`src/source/rdma_pkg.sv`:
```
package rdma_pkg;

  //////////////////////////////////////////////////////////////////////
  // Field widths
  //////////////////////////////////////////////////////////////////////

  typedef logic [4:0]  opcode_t;  // App or RC opcode
  typedef logic [9:0]  qpn_t;     // Queue pair number
  typedef logic [47:0] vaddr_t;   // Virtual address
  typedef logic [31:0] len_t;     // Byte length
  typedef logic [15:0] params_t;  // Opaque, carried through untouched

  //////////////////////////////////////////////////////////////////////
  // Constants
  //////////////////////////////////////////////////////////////////////

  localparam len_t PMTU_BYTES  = 32'd1024;  // Segment size for writes
  localparam int   QUEUE_DEPTH = 16;        // Default decoupling depth

  // Application opcodes
  localparam opcode_t APP_READ  = 5'd1;
  localparam opcode_t APP_WRITE = 5'd2;
  localparam opcode_t APP_SEND  = 5'd3;
  localparam opcode_t APP_IMMED = 5'd4;

  // RC opcodes on the wire
  localparam opcode_t RC_SEND_ONLY         = 5'd4;
  localparam opcode_t RC_RDMA_WRITE_FIRST  = 5'd6;
  localparam opcode_t RC_RDMA_WRITE_MIDDLE = 5'd7;
  localparam opcode_t RC_RDMA_WRITE_LAST   = 5'd8;
  localparam opcode_t RC_RDMA_WRITE_ONLY   = 5'd10;
  localparam opcode_t RC_RDMA_READ_REQUEST = 5'd12;

  //////////////////////////////////////////////////////////////////////
  // Request and packet words
  //////////////////////////////////////////////////////////////////////

  // Application request as posted by software
  typedef struct packed {
    opcode_t opcode;
    qpn_t    qpn;
    logic    mode;    // 1 = raw, opcode passed as is
    vaddr_t  lvaddr;
    vaddr_t  rvaddr;
    len_t    len;
    params_t params;
  } app_req_t;

  // One RC request packet
  typedef struct packed {
    opcode_t opcode;
    qpn_t    qpn;
    logic    host;    // 0 only for immediates
    logic    mode;
    logic    last;
    vaddr_t  lvaddr;
    vaddr_t  rvaddr;
    len_t    len;
    params_t params;
  } pkt_req_t;

  // Merger bookkeeping, which engine was granted last
  typedef enum logic {
    SRC_WR,
    SRC_SP
  } mrg_state_t;

endpackage

```
`src/source/single_packet_encoder.sv`:
```
module single_packet_encoder (
  input  logic               aclk,
  input  logic               aresetn,
  // Read / send / immediate / raw requests
  input  logic               in_valid,
  output logic               in_ready,
  input  rdma_pkg::app_req_t in_data,
  // One RC packet per request
  output logic               out_valid,
  input  logic               out_ready,
  output rdma_pkg::pkt_req_t out_data
);

  rdma_pkg::pkt_req_t enc;  // Translated request, before the register

  //////////////////////////////////////////////////////////////////////
  // Opcode mapping
  //////////////////////////////////////////////////////////////////////

  always_comb begin
    enc.opcode = in_data.opcode;  // Raw mode keeps it
    if (!in_data.mode) begin
      case (in_data.opcode)
        rdma_pkg::APP_READ:  enc.opcode = rdma_pkg::RC_RDMA_READ_REQUEST;
        rdma_pkg::APP_SEND,
        rdma_pkg::APP_IMMED: enc.opcode = rdma_pkg::RC_SEND_ONLY;
        default:             ;  // Filtered out by dispatch
      endcase
    end
    enc.qpn    = in_data.qpn;
    enc.host   = (in_data.opcode != rdma_pkg::APP_IMMED);
    enc.mode   = in_data.mode;
    enc.last   = 1'b1;            // Always a single packet
    enc.lvaddr = in_data.lvaddr;
    enc.rvaddr = in_data.rvaddr;
    enc.len    = in_data.len;
    enc.params = in_data.params;
  end

  // Output stage, refills in the same cycle it drains
  assign in_ready = !out_valid || out_ready;

  always_ff @(posedge aclk or negedge aresetn) begin
    if (!aresetn) begin
      out_valid <= 1'b0;
    end else if (in_valid && in_ready) begin
      out_valid <= 1'b1;
    end else if (out_ready) begin
      out_valid <= 1'b0;                // Drained, nothing new
    end
  end

  always_ff @(posedge aclk) begin
    if (in_valid && in_ready) begin
      out_data <= enc;
    end
  end

endmodule

```
`config.mk`:
```
export PLATFORM = sky130hd
export DESIGN_NAME = single_packet_encoder
export DESIGN_NICKNAME = d
export VERILOG_FILES = /design/src/source/rdma_pkg.sv /design/src/source/single_packet_encoder.sv
export SDC_FILE = /design/constraint.sdc
export NUM_CORES = 1
export LEC_CHECK = 0
export BUFFER_PORTS_ARGS = -buffer_cell sky130_fd_sc_hd__buf_2
export CAP_MARGIN = 10
export CORE_AREA = 2 2 129 131
export DETAILED_ROUTE_END_ITERATION = 8
export DIE_AREA = 0 0 131 133
export GPL_TIMING_DRIVEN = 0
export MAX_ROUTING_LAYER = met4
export PLACE_DENSITY = 0.6
export SYNTH_ARGS = -nofsm -noshare
export SYNTH_HDL_FRONTEND = slang
export SYNTH_SLANG_ARGS = --single-unit
```
`constraint.sdc`:
```
create_clock -name aclk -period 14.4 [get_ports aclk]
set_input_delay 1.44 -clock aclk [delete_from_list [all_inputs] [get_ports aclk]]
set_output_delay 1.44 -clock aclk [all_outputs]
set_load 0.005 [all_outputs]
```
* Yosys cells after proc, flatten, opt, wreduce, memory -nomap -nowiden
Index checks and enable logic that the tools add are counted.
** Storage, ports and cells
- Bits in registers :: 162
- Bits in latches :: 0
- Memory bits (writable) :: 0
- Bits in read-only memories :: 0
- Bits of input ports :: 164
- Output and inout bits :: 164
- Memories kept :: 0
** Cells by class
- Add/subtract/negate cells :: 0
- Multipliers :: 0
- Divide/modulo/power cells :: 0
- $lt $le $gt $ge :: 0
- Equal/unequal tests :: 4
- Shift-type cells :: 0
- Muxes and demuxes :: 4
- Bitwise operators :: 0
- Reductions and logical operators :: 5
** Operators by type and width (count)
- $pmux W5 S2 :: 1
- $eq A5 B1 Y1 const B :: 1
- $eq A5 B2 Y1 const B :: 1
- $eq A5 B3 Y1 const B :: 1
- $mux W5 :: 1
- $ne A5 B3 Y1 const B :: 1
- $mux W1 :: 2
- $reduce_bool A2 Y1 :: 1
- $reduce_or A2 Y1 :: 1
- $logic_and A1 B1 Y1 :: 1
- $logic_not A1 Y1 :: 1
- $logic_or A1 B1 Y1 :: 1

* Longest topological paths before layout
Gate-level depths: netlist (run 1).
- Depth after elaboration :: 4
- Depth in mapped cells :: 2

* Worst setup path before layout (run 1)
No wires, ideal clock.
- Path type :: input -> register
- Start :: in out_ready
- End :: reg out_data[0] in the netlist's numbering (enable)
- Arrival :: 5.234 ns
- Data required time :: 13.861 ns
- Slack :: 8.627 ns
- Stages :: 2
- Path through :: nand2b_4 -> and2_1
** On the way
- Word-level cells in the longest chain between the ends :: 2
** RTL lines
- start: declaration :: RTL line single_packet_encoder.sv:10 : input logic out_ready,
- $logic_or A1 B1 Y1 :: RTL line single_packet_encoder.sv:41 : assign in_ready = !out_valid || out_ready;
- $logic_and A1 B1 Y1 :: RTL line single_packet_encoder.sv:54 : if (in_valid && in_ready) begin
- end signal: assignment :: RTL line single_packet_encoder.sv:55 : out_data <= enc;
- end: declaration :: RTL line single_packet_encoder.sv:11 : output rdma_pkg::pkt_req_t out_data
Every way passes these cells.
A chain may end at the register's enable or synchronous reset.

* Final worst setup path (run 1)
- Start :: in out_ready
- End :: out in_ready
** On the way
- Word-level cells in the longest chain between the ends :: 1
** RTL lines
- $logic_or A1 B1 Y1 :: RTL line single_packet_encoder.sv:41
- end: declaration :: RTL line single_packet_encoder.sv:6 : output logic in_ready,
Every way passes these cells.

==> summary.txt, run 1 <==
Timing
  – Minimum clock period: between 3 and 4 ns
  – F_max: 309.4 MHz
  – Endpoints failing setup: 0
  – Setup tns final: 0 ns
  – Final hold vios: 0
  – Worst hold margin: 0.5433 ns
  – Max Slew Vio Count: 0
  – Period Utilization, post-route: about 22%
  – Slack of the critical path: between 10 and 15 ns
  – RSZ-0062 raised after global routing: false
  – Fin Clk Skew: 0.006057 ns

Cells and area
  – Final nets: between 600 and 700
  – Final Non-Filler Cells: 761
  – Final-layout fill cell count: 1425
  – Util after Layout: 46.83%
  – Area grow syn2layout: 52.62%
  – Fin area: 0.007574 mm^2
  – Layout cells sized above 1: 66.98%

Power
  – Total power: 1.113 mW
  – Peak supply drop: 0.06914 mV
  – Leak pwr: roughly 3.2 nW
  – Total power divided by cell area: 147.0 mW/mm^2

Critical path
  – CP max-delay cell: nand2b_4
  – CP top delay family: buffers and inverters
  – CP endpoint kind: primary output
  – CP cell instances: buf_2, nand2b_4, buf_2
  – Flop2flop setup slack: 12.85 ns
  – Worst path bufs/invs: 2
  – CP Class: in -> out
  – Max incr delay on CP: 0.13 ns
  – Worst r2r src: out_valid$_DFFE_PN0P_
  – Worst-path fanout max: 3
  – CP Depth: 3
  – Critical Path RT: ~13 ns
  – Worst EP arrival: 1.79 ns
  – Top cell by count, worst path: buf_2
  – Nature of the critical path startpoint: input pin
  – Cells on worst reg2reg path: 3
  – Worst r2r dst: out_data[127]$_DFFE_PP_

Routing
  – DR vias/cell: 4.005
  – Initial DRC count: between 200 and 250
  – Drt wl/cell: ~16 um
  – Remaining antenna violation count: 0
  – Drt drc: 0
  – Routed wire length: 11.90 mm
  – Via count: 3048
  – DRT Pass-1 Iters: 4

Floorplan
  – Initial Util: a little under a third
  – Core area: around 0.016 mm^2
  – Die H: 133 um
  – I/O Pins: roughly 330
  – Rows: 47
  – Die area: 0.01742 mm^2
  – Die Wd: ~130 um

Yosys
  – Count leader, synth: edfxtp_1
  – Netlist cell types: 15
  – Async set-or-reset flop fraction in the synthesized netlist: less than 1%
  – Ranking of synthesized cells by area: edfxtp_1 97%, dfrtp_1 0.50%, a31o_1 0.35%
  – Yosys top cell area share: a little over nine tenths
  – Post-synthesis register bit count: 162
  – Adder-cell share of the synthesized area: 0%
  – Sequential area share after synthesis: slightly below 100%
  – Ys Warns: 0
  – Synth Instances: 179
  – Syn nets: 343
  – Multiplexer share of the synthesized area: 0%
  – Synth top cells by count: 161 x edfxtp_1, 3 x nor2_1, 2 x a31o_1, 2 x inv_1
  – Synthesized area per cell: 27.72 um^2
  – Post-synth EDFFs: 161
  – Post-synthesis simple-gate area fraction: less than 1%
  – Synth area leader: edfxtp_1
  – Mapped Area: 0.004962 mm^2
  – Largest family of logic cells by synthesized area: simple AND/OR/NAND/NOR gates
  – Compound-gate portion of the synthesized area: less than 1%
  – Most used DFF post-synth: edfxtp_1
  – Xor and xnor fraction of the mapped netlist area: 0%

Clock tree
  – Maximum buffer depth of the clock tree: 2
  – CTS tree: yes
  – Reg clk slew, reported paths: approximately 0.06 ns
  – # hold bufs at CTS: 0
  – Clk root buf: clkbuf_16
  – Sink Count: around 160
  – Htree depth: 4
  – Latest clock arrival within the worst-skew pair: 0.42 ns
  – Post-cts sizing count: 0
  – Post-CTS Setup Bufs: 0
  – Num CTS Buffers: 17

Placed design
  – Final GP Congestion: 0.7532
  – Pre-CTS setup slack: about 11 ns
  – Number of I/O port buffers: 326
  – Cell count after placement: ~730
  – Area after DPL: 0.006927 mm^2
  – Hpwl dp: 8.909 mm

Hold path
  – Hold EP: out_valid$_DFFE_PN0P_
  – Hold_sp: out_valid$_DFFE_PN0P_
  – WHS Path Cells: 2
  – Worst hold path type: reg -> reg

GRT
  – First-pass GRT wire length: 16.66 mm
  – Vias in the first global route: 3192
  – GR Util All Layers: 13.61%
  – Total grt overflow: 0
  – Largest net degree at the start of global routing: 77
  – Initial antenna violation count: 2

Job
  – Maxcap violations: 0

Run status
  – Status: complete, no violations
## logic make-up after synthesis
family | count (synthesis)
AOI/OAI and AO/OA | 4
other | 1
and+or+nand+nor | 8
DFF | 162
buffers and inverters | 4
## power breakdown
part	switching (mW)	internal, mW
logic	0.0325	0.0338
clock network	0.180	0.310
registers	0.00626	0.550
## registers in the layout, indices dropped and copies added (netlist names)
register and count:
out_data 161, out_valid 1
## worst min-delay path: cells and delay by family (launching register included)
family	cells	cell delay, ns
DFF	1	0.39
and+or+nand+nor	2	0.13
## per-layer routing
metal | routed length [um] | global-route usage [%] | vias up
li1 | - | - | 1416
met1 | 4397 | 14.52 | 1432
met2 | 6068 | 21.73 | 181
met3 | 1150 | 5.378 | 19
met4 | 282 | 6.974 | 0
met5 | 0 | - | -
## cell usage in the layout, fill, tap and decap left out
| master | instances |
|---|---|
| and2_4 | 1 |
| clkinv_2 | 1 |
| nor2_1 | 3 |
| nand3_1 | 1 |
| dfrtp_1 | 1 |
| clkinvlp_4 | 2 |
| buf_16 | 2 |
| a31o_1 | 2 |
| bufinv_16 | 5 |
| clkbuf_1 | 4 |
| edfxtp_1 | 161 |
| nand2b_4 | 1 |
| inv_6 | 4 |
| buf_2 | 326 |
| buf_4 | 1 |
| inv_1 | 2 |
| conb_1 | 1 |
| clkbuf_16 | 17 |
| nand2b_1 | 1 |
| nor2_2 | 1 |
| a21boi_0 | 1 |
| a31oi_1 | 1 |
| diode_2 | 2 |
## cell type report
| cell class | count | area [um^2] | area share, % |
|---|---|---|---|
| buffer | 2 | 11.26 | 0.1487 |
| clock inverter | 12 | 205.2 | 2.709 |
| clock buffer | 20 | 436.7 | 5.766 |
| multi-input combinational | 13 | 86.33 | 1.140 |
| tap | 220 | 275.3 | 3.635 |
| inverter | 2 | 7.507 | 0.09912 |
| timing repair buffer | 328 | 1687 | 22.27 |
| sequential | 162 | 4860 | 64.17 |
| antenna | 2 | 5.005 | 0.06608 |
## worst max-delay path by stage
stage | from | end
floorplan | out_ready | out_data[0]$_DFFE_PP_
global placement | out_ready | out_data[121]$_DFFE_PP_
detailed placement | out_ready | in_ready
CTS | out_ready | in_ready
global route | out_ready | in_ready
finish | out_ready | in_ready
No activity file was read; power rests on OpenSTA's default activity.
==> inputs of run 2 (changes only) <==
Settings changed: CORE_AREA 2 2 129 131 to 2 2 126 128, DIE_AREA 0 0 131 133 to 0 0 128 130, PLACE_DENSITY 0.6 to 0.65.
Clock period 14.4 ns to 2.9 ns, I/O delays scaled along.
==> summary.txt, run 2 (synthesis results as in run 1) <==
Run status
  – Status: complete, no violations

Critical path
  – Worst r2r src: out_valid$_DFFE_PN0P_
  – Top cell by count, worst path: buf_16
  – Worst EP arrival: 2.08 ns (+0.29 ns)
  – Max incr delay on CP: 0.44 ns (+0.31 ns)
  – Flop2flop setup slack: 0.88 ns (-11.97 ns)
  – Worst-path fanout max: 77 (+74)
  – Nature of the critical path startpoint: flop
  – CP top delay family: buffers and inverters
  – Worst r2r dst: out_data[22]$_DFFE_PP_
  – CP endpoint kind: flop
  – Cells on worst reg2reg path: 4 (+1)
  – Critical Path RT: 2.96 ns (-10.00 ns)
  – CP max-delay cell: and2_4
  – CP Class: reg -> reg
  – CP cell instances: nand2b_4, and2_4, buf_16, buf_16
  – Worst path bufs/invs: 2 (unchanged)

Timing
  – Final hold vios: 0 (unchanged)
  – Minimum clock period: 2.015 ns
  – Endpoints failing setup: 0 (unchanged)
  – Fin Clk Skew: 0.008936 ns (+0.002880 ns)
  – RSZ-0062 raised after global routing: false
  – Period Utilization, post-route: 69.49%
  – Max Slew Vio Count: 0 (unchanged)
  – F_max: roughly 500 MHz
  – Slack of the critical path: 0.8848 ns (-10.28 ns)
  – Setup tns final: 0 ns (unchanged)

Cells and area
  – Top reg by flops: out_data
  – Biggest regs: out_data x161, out_valid x1
  – Layout cells sized above 1: 66.67% (-0.31 points)
  – Multi-input logic area: 86.33 um^2 (unchanged)
  – Util after Layout: 48.65% (+1.8 points)
  – Most common cell after layout, fill and taps aside: buf_2
  – Final nets: 691 (+0.14%)
  – Max reg flops: 161 (unchanged)
  – Final Non-Filler Cells: 733 (-3.7%)
  – Final-layout fill cell count: 1362 (-4.4%)
  – FF/Latch Area: 0.004860 mm^2 (unchanged)
  – Most frequent cells in the layout: 326 x buf_2, 161 x edfxtp_1, 17 x clkbuf_16
  – Area grow syn2layout: 51.24%

Floorplan
  – Core area: 0.01542 mm^2 (-4.6%)
  – Die area: 0.01664 mm^2 (-4.5%)
  – Die Wd: 128 um (-2.3%)
  – Die H: 130 um (-2.3%)
  – Initial Util: 32.17% (+1.5 points)
  – Rows: 46 (-2.1%)
  – I/O Pins: 328 (unchanged)

GRT
  – Total grt overflow: 0 (unchanged)
  – Initial antenna violation count: 1 (-1)
  – First-pass GRT wire length: 16.24 mm (-2.5%)
  – Vias in the first global route: 3130 (-1.9%)
  – Largest net degree at the start of global routing: 78 (+1.3%)
  – GR Util All Layers: 13.93% (+0.32 points)

Routing
  – Remaining antenna violation count: 0 (unchanged)
  – Drt wl/cell: 16.01 um (+2.4%)
  – Routed wire length: 11.74 mm (-1.4%)
  – Drt drc: 0 (unchanged)
  – DRT Pass-1 Iters: 4 (unchanged)
  – Via count: 3081 (+1.1%)
  – Initial DRC count: 119 (-41%)
  – DR vias/cell: 4.203 (+4.9%)

Power
  – Total power divided by cell area: 712.2 mW/mm^2 (+380%)
  – Leak pwr: 3.191 nW (-0.44%)
  – Peak supply drop: 0.4149 mV (+500%)

Hold path
  – Hold_sp: in_data[42]
  – WHS Path Cells: 1 (-1)
  – Hold EP: out_data[42]$_DFFE_PP_
  – Worst hold path type: in -> reg

Clock tree
  – Reg clk slew, reported paths: 0.06 ns (about the same)
  – Latest clock arrival within the worst-skew pair: 0.41 ns (about the same)
  – Maximum buffer depth of the clock tree: 2 (unchanged)
  – Post-cts sizing count: 0 (unchanged)
  – Clk root buf: clkbuf_16
  – CTS tree: yes
  – Sink Count: 162 (unchanged)
  – Htree depth: 4 (unchanged)
  – Num CTS Buffers: 17 (unchanged)

Placed design
  – Hpwl dp: 8.905 mm (about the same)
  – Cell count after placement: 699 (-3.9%)
  – Final GP Congestion: 0.7852 (+4.2%)
  – Pre-CTS setup slack: 0.8690 ns (-10.30 ns)
  – Number of I/O port buffers: 326 (unchanged)

Job
  – Maxcap violations: 0 (unchanged)
run 2: through the flow:
stage | instance area, um^2 | total power, mW | hold slack, ns
floorplan | 4965 | 2.886 | -0.005591
global placement | 6837 | 3.129 | 0.06578
detailed placement | 6892 | 3.150 | 0.06762
CTS | 7502 | 5.420 | 0.02260
global route | 7505 | 5.538 | 0.01848
finish | 7505 | 5.345 | 0.04909
run 2: where the power goes:
part	switching (mW)	leakage, nW	internal [mW]
combinational	0.164	1.36	0.169
sequential	0.0299	1.54	2.73
clock	0.848	0.288	1.40
run 2: cell type report:
type / instances / area share [%]
clock inverter: 9 / 1.767
timing repair buffer: 329 / 22.61
buffer: 2 / 0.1500
inverter: 2 / 0.1000
antenna: 1 / 0.03334
clock buffer: 23 / 6.235
multi-input combinational: 13 / 1.150
sequential: 162 / 64.75
tap: 192 / 3.201
run 2: worst max path at each step:
stage | depth (start not counted) | from | to | slack [ns]
CTS | 4 | out_valid$_DFFE_PN0P_ | out_data[64]$_DFFE_PP_ | 0.87
finish | 4 | out_valid$_DFFE_PN0P_ | out_data[22]$_DFFE_PP_ | 0.88
global route | 4 | out_valid$_DFFE_PN0P_ | out_data[64]$_DFFE_PP_ | 0.77
global placement | 3 | out_ready | out_data[37]$_DFFE_PP_ | 0.50
detailed placement | 5 | out_ready | out_data[74]$_DFFE_PP_ | 0.87
floorplan | 2 | out_valid$_DFFE_PN0P_ | out_data[0]$_DFFE_PP_ | 0.82
run 2: what timing repair did:
action | 4_1_cts | 5_1_grt
endpoints found under the hold margin | 1 | 0
hold buffers | 1 | 0
buffers inserted | 0 | 0
run 2: per-layer routing:
layer | global-route usage (%) | wire length (um)
met2 | 22.46 | 5957
met5 | - | 0
met1 | 14.67 | 4329
met3 | 6.519 | 1161
met4 | 6.335 | 286
